<file path="config.mk">
export PLATFORM = sky130hd
export DESIGN_NAME = decode_issue_top
export DESIGN_NICKNAME = d
export VERILOG_FILES = /design/src/design/decode_issue_pkg.sv /design/src/design/instr_decoder.sv /design/src/design/issue_stage.sv /design/src/design/unit_operand_mux.sv /design/src/design/decode_issue_top.sv
export SDC_FILE = /design/constraint.sdc
export NUM_CORES = 1
export LEC_CHECK = 0
export BUFFER_PORTS_ARGS = -buffer_cell sky130_fd_sc_hd__clkbuf_2
export CAP_MARGIN = 25
export CORE_AREA = 4 4 182 184
export DETAILED_ROUTE_END_ITERATION = 8
export DIE_AREA = 0 0 186 188
export GPL_TIMING_DRIVEN = 0
export PLACE_DENSITY_LB_ADDON = 0.2
export SETUP_SLACK_MARGIN = 0.3
export SLEW_MARGIN = 25
export SYNTH_ARGS = -nofsm -noshare
export SYNTH_HDL_FRONTEND = slang
export SYNTH_SLANG_ARGS = --single-unit
</file>
<file path="constraint.sdc">
create_clock -name clk -period 15.9 [get_ports clk]
set_clock_uncertainty 0.15 [all_clocks]
set_input_delay 1.59 -clock clk [delete_from_list [all_inputs] [get_ports clk]]
set_output_delay 1.59 -clock clk [all_outputs]
set_load 0.005 [all_outputs]
</file>
<file path="src/design/decode_issue_pkg.sv">
/* Decode and issue stage shared types */

package decode_issue_pkg;

    typedef logic [31:0] word_t;
    typedef logic [4:0] reg_addr_t;
    typedef logic [31:0] instr_t;

    // Upper five opcode bits, the low two are always 2'b11 for RV32I
    typedef enum logic [4:0] {
        LOAD_T      = 5'b00000,
        ARITH_IMM_T = 5'b00100,
        AUIPC_T     = 5'b00101,
        STORE_T     = 5'b01000,
        ARITH_T     = 5'b01100,
        LUI_T       = 5'b01101,
        BRANCH_T    = 5'b11000,
        JALR_T      = 5'b11001,
        JAL_T       = 5'b11011
    } opcode_class_t;

    typedef enum logic [1:0] {
        ALU_LOGIC_ADD = 2'b00,
        ALU_LOGIC_XOR = 2'b01,
        ALU_LOGIC_OR  = 2'b10,
        ALU_LOGIC_AND = 2'b11
    } alu_logic_op_t;

    ////////////////////////////////////////
    // Function-3 encodings
    localparam logic [2:0] ADD_SUB_FN3 = 3'b000;
    localparam logic [2:0] SLL_FN3     = 3'b001;
    localparam logic [2:0] SLT_FN3     = 3'b010;
    localparam logic [2:0] SLTU_FN3    = 3'b011;
    localparam logic [2:0] XOR_FN3     = 3'b100;
    localparam logic [2:0] SRL_SRA_FN3 = 3'b101;
    localparam logic [2:0] OR_FN3      = 3'b110;
    localparam logic [2:0] AND_FN3     = 3'b111;
    localparam logic [2:0] BLTU_FN3    = 3'b110;
    localparam logic [2:0] BGEU_FN3    = 3'b111;

    ////////////////////////////////////////
    // Execution units
    localparam int ALU_UNIT    = 0;
    localparam int LS_UNIT     = 1;
    localparam int BRANCH_UNIT = 2;
    localparam int NUM_UNITS   = 3;

    typedef logic [NUM_UNITS-1:0] unit_mask_t;

    typedef struct packed {
        logic valid;
        word_t pc;
        instr_t instruction;
    } decode_packet_t;

    typedef struct packed {
        unit_mask_t unit_needed;
        logic uses_rs1;
        logic uses_rs2;
        logic uses_rd;
        reg_addr_t rs1_addr;
        reg_addr_t rs2_addr;
        reg_addr_t rd_addr;
        opcode_class_t op_class;
        alu_logic_op_t alu_logic_op;
        logic alu_subtract;
        logic alu_lshift;
        logic alu_shifter_path;
        logic alu_slt_path;
        logic rs1_use_regfile;
        logic rs2_use_regfile;
        word_t pre_rs1;
        word_t pre_rs2;
        logic is_load;
        logic is_store;
        logic [11:0] ls_offset;
        logic [20:0] pc_offset;
        logic is_call;
        logic is_return;
        logic br_use_signed;
    } decoded_instr_t;

    typedef struct packed {
        decoded_instr_t decoded;
        word_t pc;
        logic [2:0] fn3;
        logic instr_30;
    } issue_packet_t;

    typedef struct packed {
        logic [32:0] in1;
        logic [32:0] in2;
        word_t shifter_in;
        logic [4:0] shift_amount;
        alu_logic_op_t logic_op;
        logic subtract;
        logic arith;
        logic lshift;
        logic shifter_path;
        logic slt_path;
    } alu_inputs_t;

    typedef struct packed {
        word_t rs1;
        word_t rs2;
        logic [11:0] offset;
        logic load;
        logic store;
        logic [2:0] fn3;
        logic forwarded_store;
    } ls_inputs_t;

    typedef struct packed {
        word_t rs1;
        word_t rs2;
        logic [20:0] pc_offset;
        word_t issue_pc;
        logic [2:0] fn3;
        logic use_signed;
        logic jal;
        logic jalr;
        logic is_call;
        logic is_return;
    } branch_inputs_t;

endpackage

</file>
<file path="src/design/instr_decoder.sv">
/* RV32I instruction decoder */

`timescale 1ns/10ps

module instr_decoder (
    input decode_issue_pkg::instr_t instruction,
    input decode_issue_pkg::word_t pc,
    output decode_issue_pkg::decoded_instr_t decoded
);

    decode_issue_pkg::opcode_class_t op;
    logic [2:0] fn3;
    decode_issue_pkg::reg_addr_t rs1;
    decode_issue_pkg::reg_addr_t rs2;
    decode_issue_pkg::reg_addr_t rd;
    logic is_arith;
    logic is_upper;
    logic is_jump;
    logic rs1_link;
    logic rd_link;
    decode_issue_pkg::word_t i_imm;
    decode_issue_pkg::word_t u_imm;
    logic [11:0] s_imm;
    logic [20:0] b_imm;
    logic [20:0] j_imm;

    // Field aliases
    assign op = decode_issue_pkg::opcode_class_t'(instruction[6:2]);
    assign fn3 = instruction[14:12];
    assign rs1 = instruction[19:15];
    assign rs2 = instruction[24:20];
    assign rd = instruction[11:7];

    assign is_arith = op inside {decode_issue_pkg::ARITH_T, decode_issue_pkg::ARITH_IMM_T};
    assign is_upper = op inside {decode_issue_pkg::LUI_T, decode_issue_pkg::AUIPC_T};
    assign is_jump = op inside {decode_issue_pkg::JAL_T, decode_issue_pkg::JALR_T};

    ////////////////////////////////////////
    // Immediates
    assign i_imm = 32'(signed'(instruction[31:20]));
    assign u_imm = {instruction[31:12], 12'b0};
    assign s_imm = {instruction[31:25], instruction[11:7]};
    assign b_imm = 21'(signed'({instruction[31], instruction[7], instruction[30:25],
                                instruction[11:8], 1'b0}));
    assign j_imm = {instruction[31], instruction[19:12], instruction[20], instruction[30:21], 1'b0};

    // x1 and x5 are the link registers
    assign rs1_link = rs1 inside {5'd1, 5'd5};
    assign rd_link = rd inside {5'd1, 5'd5};

    always_comb begin
        decoded = '0;
        decoded.op_class = op;
        decoded.rs1_addr = rs1;
        decoded.rs2_addr = rs2;
        decoded.rd_addr = rd;

        decoded.unit_needed[decode_issue_pkg::ALU_UNIT] = is_arith | is_upper | is_jump;
        decoded.unit_needed[decode_issue_pkg::LS_UNIT] =
            op inside {decode_issue_pkg::LOAD_T, decode_issue_pkg::STORE_T};
        decoded.unit_needed[decode_issue_pkg::BRANCH_UNIT] =
            is_jump | (op == decode_issue_pkg::BRANCH_T);

        decoded.uses_rs1 = !(is_upper || op == decode_issue_pkg::JAL_T);
        decoded.uses_rs2 = op inside {decode_issue_pkg::BRANCH_T, decode_issue_pkg::STORE_T,
                                      decode_issue_pkg::ARITH_T};
        decoded.uses_rd = !(op inside {decode_issue_pkg::BRANCH_T, decode_issue_pkg::STORE_T});

        // Logic unit op, everything else goes through the adder
        case (fn3)
            decode_issue_pkg::XOR_FN3: decoded.alu_logic_op = decode_issue_pkg::ALU_LOGIC_XOR;
            decode_issue_pkg::OR_FN3: decoded.alu_logic_op = decode_issue_pkg::ALU_LOGIC_OR;
            decode_issue_pkg::AND_FN3: decoded.alu_logic_op = decode_issue_pkg::ALU_LOGIC_AND;
            default: decoded.alu_logic_op = decode_issue_pkg::ALU_LOGIC_ADD;
        endcase
        if (!is_arith)
            decoded.alu_logic_op = decode_issue_pkg::ALU_LOGIC_ADD;

        decoded.alu_subtract = is_arith &&
            (fn3 inside {decode_issue_pkg::SLT_FN3, decode_issue_pkg::SLTU_FN3} ||
             (op == decode_issue_pkg::ARITH_T && fn3 == decode_issue_pkg::ADD_SUB_FN3 &&
              instruction[30]));
        decoded.alu_lshift = ~fn3[2];
        decoded.alu_shifter_path = is_arith &&
            fn3 inside {decode_issue_pkg::SLL_FN3, decode_issue_pkg::SRL_SRA_FN3};
        decoded.alu_slt_path = is_arith &&
            fn3 inside {decode_issue_pkg::SLT_FN3, decode_issue_pkg::SLTU_FN3};

        // Constant ALU operands for upper immediates and link values
        decoded.rs1_use_regfile = !(is_upper || is_jump);
        decoded.rs2_use_regfile = !(is_upper || is_jump || op == decode_issue_pkg::ARITH_IMM_T);
        decoded.pre_rs1 = (is_jump || op == decode_issue_pkg::AUIPC_T) ? pc : '0;
        if (is_upper)
            decoded.pre_rs2 = u_imm;
        else if (is_jump)
            decoded.pre_rs2 = 32'd4;
        else
            decoded.pre_rs2 = i_imm;

        decoded.is_load = op == decode_issue_pkg::LOAD_T;
        decoded.is_store = op == decode_issue_pkg::STORE_T;
        decoded.ls_offset = decoded.is_store ? s_imm : instruction[31:20];

        if (op == decode_issue_pkg::JALR_T)
            decoded.pc_offset = 21'(signed'(instruction[31:20]));
        else if (op == decode_issue_pkg::JAL_T)
            decoded.pc_offset = j_imm;
        else
            decoded.pc_offset = b_imm;

        // Return address stack hints
        decoded.is_call = is_jump && rd_link;
        decoded.is_return = (op == decode_issue_pkg::JALR_T) && rs1_link && (!rd_link || rs1 != rd);
        decoded.br_use_signed = !(fn3 inside {decode_issue_pkg::BLTU_FN3, decode_issue_pkg::BGEU_FN3});
    end

    // Every RV32I class kept here must reach some unit
    always_comb begin
        if (op inside {decode_issue_pkg::LUI_T, decode_issue_pkg::AUIPC_T, decode_issue_pkg::JAL_T,
                       decode_issue_pkg::JALR_T, decode_issue_pkg::BRANCH_T, decode_issue_pkg::LOAD_T,
                       decode_issue_pkg::STORE_T, decode_issue_pkg::ARITH_IMM_T,
                       decode_issue_pkg::ARITH_T})
            assert (decoded.unit_needed != '0)
            else $error("known opcode class %h decoded with no unit", op);
    end

endmodule

</file>
<file path="src/design/issue_stage.sv">
/* Issue register and issue decision */

`timescale 1ns/10ps

module issue_stage (
    input logic clk,
    input logic rst,
    input decode_issue_pkg::decode_packet_t decode,
    input decode_issue_pkg::decoded_instr_t decoded,
    output logic decode_advance,
    input logic rs_busy_1,
    input logic rs_busy_2,
    input decode_issue_pkg::unit_mask_t unit_ready,
    input logic issue_hold,
    input logic flush,
    output decode_issue_pkg::issue_packet_t issue,
    output logic issue_valid,
    output decode_issue_pkg::unit_mask_t issue_to,
    output logic rs2_conflict
);

    logic stage_valid;
    logic stage_ready;
    logic rs1_conflict;
    logic operands_ready;
    logic units_ready;
    logic instruction_issued;
    decode_issue_pkg::unit_mask_t needed;
    decode_issue_pkg::unit_mask_t unit_operands_ready;

    ////////////////////////////////////////
    // Fetch handshake
    assign stage_ready = ~issue_hold & (~stage_valid | instruction_issued);
    assign decode_advance = decode.valid & stage_ready;

    always_ff @(posedge clk) begin
        if (rst | flush)
            stage_valid <= 1'b0;
        else if (stage_ready)
            stage_valid <= decode.valid;
    end

    always_ff @(posedge clk) begin
        if (decode_advance) begin
            issue.decoded <= decoded;
            issue.pc <= decode.pc;
            issue.fn3 <= decode.instruction[14:12];
            issue.instr_30 <= decode.instruction[30];
        end
    end

    ////////////////////////////////////////
    // Operand hazards
    assign rs1_conflict = rs_busy_1 & issue.decoded.uses_rs1;
    assign rs2_conflict = rs_busy_2 & issue.decoded.uses_rs2;
    assign operands_ready = ~rs1_conflict & ~rs2_conflict;

    // Load-store forwards a pending store value, so only rs1 has to be free
    always_comb begin
        unit_operands_ready = {decode_issue_pkg::NUM_UNITS{operands_ready}};
        unit_operands_ready[decode_issue_pkg::LS_UNIT] = ~rs1_conflict;
    end

    ////////////////////////////////////////
    // Issue decision
    assign issue_valid = stage_valid & ~issue_hold & ~flush;
    assign needed = issue.decoded.unit_needed;

    // Jumps need both ALU and branch, so all needed units go together
    assign units_ready = ((needed & unit_ready & unit_operands_ready) == needed);
    assign instruction_issued = issue_valid & units_ready;
    assign issue_to = instruction_issued ? needed : '0;

    empty_stage_no_issue: assert property (@(posedge clk) disable iff (rst)
        !stage_valid |-> (issue_to == '0))
        else $error("issue_to set with an empty issue register");

    blocked_no_advance: assert property (@(posedge clk) disable iff (rst)
        (stage_valid && !instruction_issued) |-> !decode_advance)
        else $error("decode advanced over a blocked instruction");

endmodule

</file>
<file path="src/design/unit_operand_mux.sv">
/* Unit operand packet formation */

`timescale 1ns/10ps

module unit_operand_mux (
    input decode_issue_pkg::issue_packet_t issue,
    input logic issue_valid,
    input decode_issue_pkg::word_t rs_data_1,
    input decode_issue_pkg::word_t rs_data_2,
    input logic rs2_conflict,
    output decode_issue_pkg::alu_inputs_t alu_inputs,
    output decode_issue_pkg::ls_inputs_t ls_inputs,
    output decode_issue_pkg::branch_inputs_t branch_inputs
);

    decode_issue_pkg::word_t alu_rs1_data;
    decode_issue_pkg::word_t alu_rs2_data;
    logic unsigned_cmp;

    ////////////////////////////////////////
    // ALU
    assign alu_rs1_data = issue.decoded.rs1_use_regfile ? rs_data_1 : issue.decoded.pre_rs1;
    assign alu_rs2_data = issue.decoded.rs2_use_regfile ? rs_data_2 : issue.decoded.pre_rs2;

    // SLTU compares zero extended operands
    assign unsigned_cmp = issue.decoded.alu_slt_path & (issue.fn3 == decode_issue_pkg::SLTU_FN3);

    always_comb begin
        alu_inputs.in1 = {alu_rs1_data[31] & ~unsigned_cmp, alu_rs1_data};
        alu_inputs.in2 = {alu_rs2_data[31] & ~unsigned_cmp, alu_rs2_data};
        alu_inputs.shifter_in = rs_data_1;
        // Register shifts take rs2 data, immediate shifts the shamt field
        alu_inputs.shift_amount = issue.decoded.rs2_use_regfile ? rs_data_2[4:0]
                                                                : issue.decoded.rs2_addr;
        alu_inputs.logic_op = issue.decoded.alu_logic_op;
        alu_inputs.subtract = issue.decoded.alu_subtract;
        alu_inputs.arith = rs_data_1[31] & issue.instr_30;
        alu_inputs.lshift = issue.decoded.alu_lshift;
        alu_inputs.shifter_path = issue.decoded.alu_shifter_path;
        alu_inputs.slt_path = issue.decoded.alu_slt_path;
    end

    ////////////////////////////////////////
    // Load-store
    always_comb begin
        ls_inputs.rs1 = rs_data_1;
        ls_inputs.rs2 = rs_data_2;
        ls_inputs.offset = issue.decoded.ls_offset;
        ls_inputs.load = issue.decoded.is_load;
        ls_inputs.store = issue.decoded.is_store;
        ls_inputs.fn3 = issue.fn3;
        ls_inputs.forwarded_store = rs2_conflict;
    end

    ////////////////////////////////////////
    // Branch
    always_comb begin
        branch_inputs.rs1 = rs_data_1;
        branch_inputs.rs2 = rs_data_2;
        branch_inputs.pc_offset = issue.decoded.pc_offset;
        branch_inputs.issue_pc = issue.pc;
        branch_inputs.fn3 = issue.fn3;
        branch_inputs.use_signed = issue.decoded.br_use_signed;
        branch_inputs.jal = issue.decoded.op_class == decode_issue_pkg::JAL_T;
        branch_inputs.jalr = issue.decoded.op_class == decode_issue_pkg::JALR_T;
        branch_inputs.is_call = issue.decoded.is_call;
        branch_inputs.is_return = issue.decoded.is_return;
    end

    // A held instruction is either a load or a store, never both
    always_comb begin
        if (issue_valid)
            assert (!(ls_inputs.load && ls_inputs.store))
            else $error("load and store both set at issue");
    end

endmodule

</file>
<file path="src/design/decode_issue_top.sv">
/* Decode and issue stage top level */

`timescale 1ns/10ps

module decode_issue_top (
    input logic clk,
    input logic rst,
    input decode_issue_pkg::decode_packet_t decode,
    output logic decode_advance,
    output decode_issue_pkg::reg_addr_t rs_addr_1,
    output decode_issue_pkg::reg_addr_t rs_addr_2,
    input decode_issue_pkg::word_t rs_data_1,
    input decode_issue_pkg::word_t rs_data_2,
    input logic rs_busy_1,
    input logic rs_busy_2,
    input decode_issue_pkg::unit_mask_t unit_ready,
    input logic issue_hold,
    input logic flush,
    output decode_issue_pkg::unit_mask_t issue_to,
    output decode_issue_pkg::alu_inputs_t alu_inputs,
    output decode_issue_pkg::ls_inputs_t ls_inputs,
    output decode_issue_pkg::branch_inputs_t branch_inputs
);

    decode_issue_pkg::decoded_instr_t decoded;
    decode_issue_pkg::issue_packet_t issue;
    logic issue_valid;
    logic rs2_conflict;

    // Register file reads come from the held instruction
    assign rs_addr_1 = issue.decoded.rs1_addr;
    assign rs_addr_2 = issue.decoded.rs2_addr;

    instr_decoder decoder (
        .instruction(decode.instruction),
        .pc(decode.pc),
        .decoded(decoded)
    );

    issue_stage issue_ctrl (
        .clk, .rst,
        .decode, .decoded, .decode_advance,
        .rs_busy_1, .rs_busy_2, .unit_ready,
        .issue_hold, .flush,
        .issue, .issue_valid, .issue_to, .rs2_conflict
    );

    unit_operand_mux operands (
        .issue, .issue_valid,
        .rs_data_1, .rs_data_2, .rs2_conflict,
        .alu_inputs, .ls_inputs, .branch_inputs
    );

endmodule

</file>
==> metrics <==
status=finished, final reports clean; min Tclk post-route=between 5000 and 6000 ps; DR pass1 iterations=4; Crit Path Class=in2out; Worst-Margin Slew=717 ps; Max VDD drop=0.0579 mV; FFs w/ async S/R, synth=0%; io pins=roughly 470; global-route wire length before repair=between 30000 and 40000 um; Startpoint Class=input pin; Post-route DRC=0; setup TNS=0 ps; commonest non-fill, non-tap cell in the layout=clkbuf_2; Synth Area per Inst=approximately 12 um2; clock power share=38.1%; switching share of power=about a quarter; hold buffers post-CTS=0; Worst EP arrival=3280 ps; routability cong.=roughly 0.78; most frequent cells in the layout=clkbuf_2 (469), buf_4 (253), edfxtp_1 (158); clk slew on worst S/H paths=about 60 ps; wirelength, routed=roughly 27000 um; RSZ-0062 raised after global routing=no; GRT Util Overall=between 10% and 20%; initial antenna violation count=0; cells after synthesis=704; sw power=275 uW; Final Hold Viols=0; grt ovf=0; CORE AREA=0.0314 mm2; largest net degree at the start of global routing=50; Ant. Diodes=0; synth warn=0; Leak Pwr=a little under 0.006 uW; maximum fanout along the worst path=28; synth unique cells=39; PD cells=slightly below 90 mW/mm2; Hold WS=about 370 ps; Clock Latency Late Sink=roughly 410 ps; Placement Rows=65; CP max-delay cell=o21a_4; Flop pwr share=between 40% and 50%; Final Slew Violations=0; Seq/Total Area, Yosys=55.7%; setup slack, reg-to-reg=~13000 ps; die area=approximately 0.035 mm2; Final Non-Filler Cells=1607; DR vias=between 6000 and 7000; Worst setup startpoint=rs_busy_1; Post-Syn Nets=~840; Post-Place Cells=roughly 1600; # clock sinks=between 150 and 200; Starting Density=between 20% and 30%; CTS Buffer Depth=2; FF-to-FF Start=issue_ctrl.issue[168]; Min-Delay Path Class=reg2reg; final worst-path cycle share=roughly a third; Max-slew headroom=between 50% and 60%; Final Setup Violations=0; Synth Register Bits=159; Die X=between 150 and 200 um; number of global-route vias before repair=6375; DRT iter0 DRCs=230; Power Internal=about 800 uW; R2R depth=5; H-tree Lvls=4; Area Overhead vs Synth=40.9%; ratio of cells with drive above 1 in the final layout=~69%; EDFF count, synth=between 150 and 200; cell mode on critical path=clkbuf_2; top_reg_cell synth=edfxtp_1; Synth Cell Area=~0.0086 mm2; Critical Path RT=approximately 14000 ps; final core utilization=38.4%; DR WL/cell=approximately 17 um; Root Buffer=clkbuf_16; Detail Placement HPWL=21900 um; Cell Chain, Critical Path=clkbuf_2, a21bo_1, a2111o_1, a221oi_2, o21a_4, clkbuf_2; Num CTS Buffers=17; Crit. End Element=output port; CTS tree=done; f_max=199 MHz; Worst Setup EP=decode_advance; Max Cap Viol=0; CP peak stage delay=approximately 500 ps; Final ANT Viol Nets=0; reg2reg end=issue_ctrl.issue[90]; number of post-CTS setup repair buffers=0; Layout Nets=about 1300; Resize count post-CTS=0; Comb power frac=~16%; Port Buffers=466; routed vias/inst=approximately 4.0; Hold Startpoint=issue_ctrl.stage_valid; Vert. Die Dim=~190 um
==> power by group through the flow <==
stage               combinational [uW]  sequential (uW)  clock, uW
CTS                                180              491        427
finish                             176              491        411
global route                       194              493        445
detailed placement                 180              500          0
floorplan                         86.7              501          0
global placement                   176              505          0
==> worst max-delay path, delay by kind of cell <==
| family | cells | cell delay [ps] |
|---|---|---|
| AO/OA/AOI/OAI | 4 | 1400 |
| buffers and inverters | 2 | 290 |
==> synthesized netlist by cell type (all sizes together), types with 4 or more instances <==
| library cell | number | share of area [%] |
|---|---|---|
| buf | 267 | 23 |
| edfxtp | 158 | 55 |
| nand2 | 70 | 3.1 |
| mux2 | 61 | 8.0 |
| and2 | 50 | 3.7 |
| inv | 20 | 0.88 |
| o21ai | 16 | 0.94 |
| clkbuf | 9 | 0.44 |
| nand3 | 7 | 0.41 |
| nor2 | 6 | 0.26 |
| a21oi | 4 | 0.23 |
| nor3 | 4 | 0.23 |
==> through the flow <==
step | setup slack [ps] | total power [uW] | area [um2]
2_1_floorplan | 8130 | 587 | 8560
3_3_place_gp | 5640 | 681 | 11400
3_5_place_dp | 10870 | 680 | 11500
4_1_cts | 10870 | 1100 | 12100
5_1_grt | 10750 | 1130 | 12100
6_report | 10880 | 1080 | 12100
==> layout make-up <==
class | count | area (um2)
repair buffers | 469 | 2410
multi-input cells | 249 | 1720
clock inverters | 15 | 155
fillers | 3123 | 19300
flip-flops and latches | 159 | 4760
inverters | 20 | 75.1
well taps | 402 | 503
clock buffers | 17 | 425
plain buffers | 276 | 2010
==> flip-flops by register name (all words and copies together) (netlist names) <==
name,flops
issue_ctrl.issue,155
issue_ctrl.needed,3
issue_ctrl.stage_valid,1
==> kinds of logic after synthesis <==
group	Yosys count	synth area share, %
compound gates	30	2.25
xor+xnor	2	0.205
buf+inv	296	24.3
flops	159	55.7
mux	64	8.37
simple gates	153	9.21
==> routing by layer <==
metal | up-vias | part of all wire [%] | GRT usage [%]
li1 | 3127 | - | -
met4 | 0 | 0.96 | 2.72
met5 | - | 0 | 0
met3 | 13 | 8.5 | 4.66
met1 | 2963 | 38 | 17.2
met2 | 270 | 52 | 27.2
==> how the worst min path moves through the flow <==
| stage | endpoint | slack (ps) | depth (start not counted) |
|---|---|---|---|
| final | issue_ctrl.stage_valid | 370 | 2 |
| after global routing | issue_ctrl.stage_valid | 400 | 2 |
| after CTS | issue_ctrl.stage_valid | 370 | 2 |
| after detailed placement | issue_ctrl.stage_valid | 360 | 2 |
| after global placement | issue_ctrl.stage_valid | 340 | 2 |
| after floorplan | issue_ctrl.stage_valid | 320 | 2 |
Power figures use the tool's default switching activity.
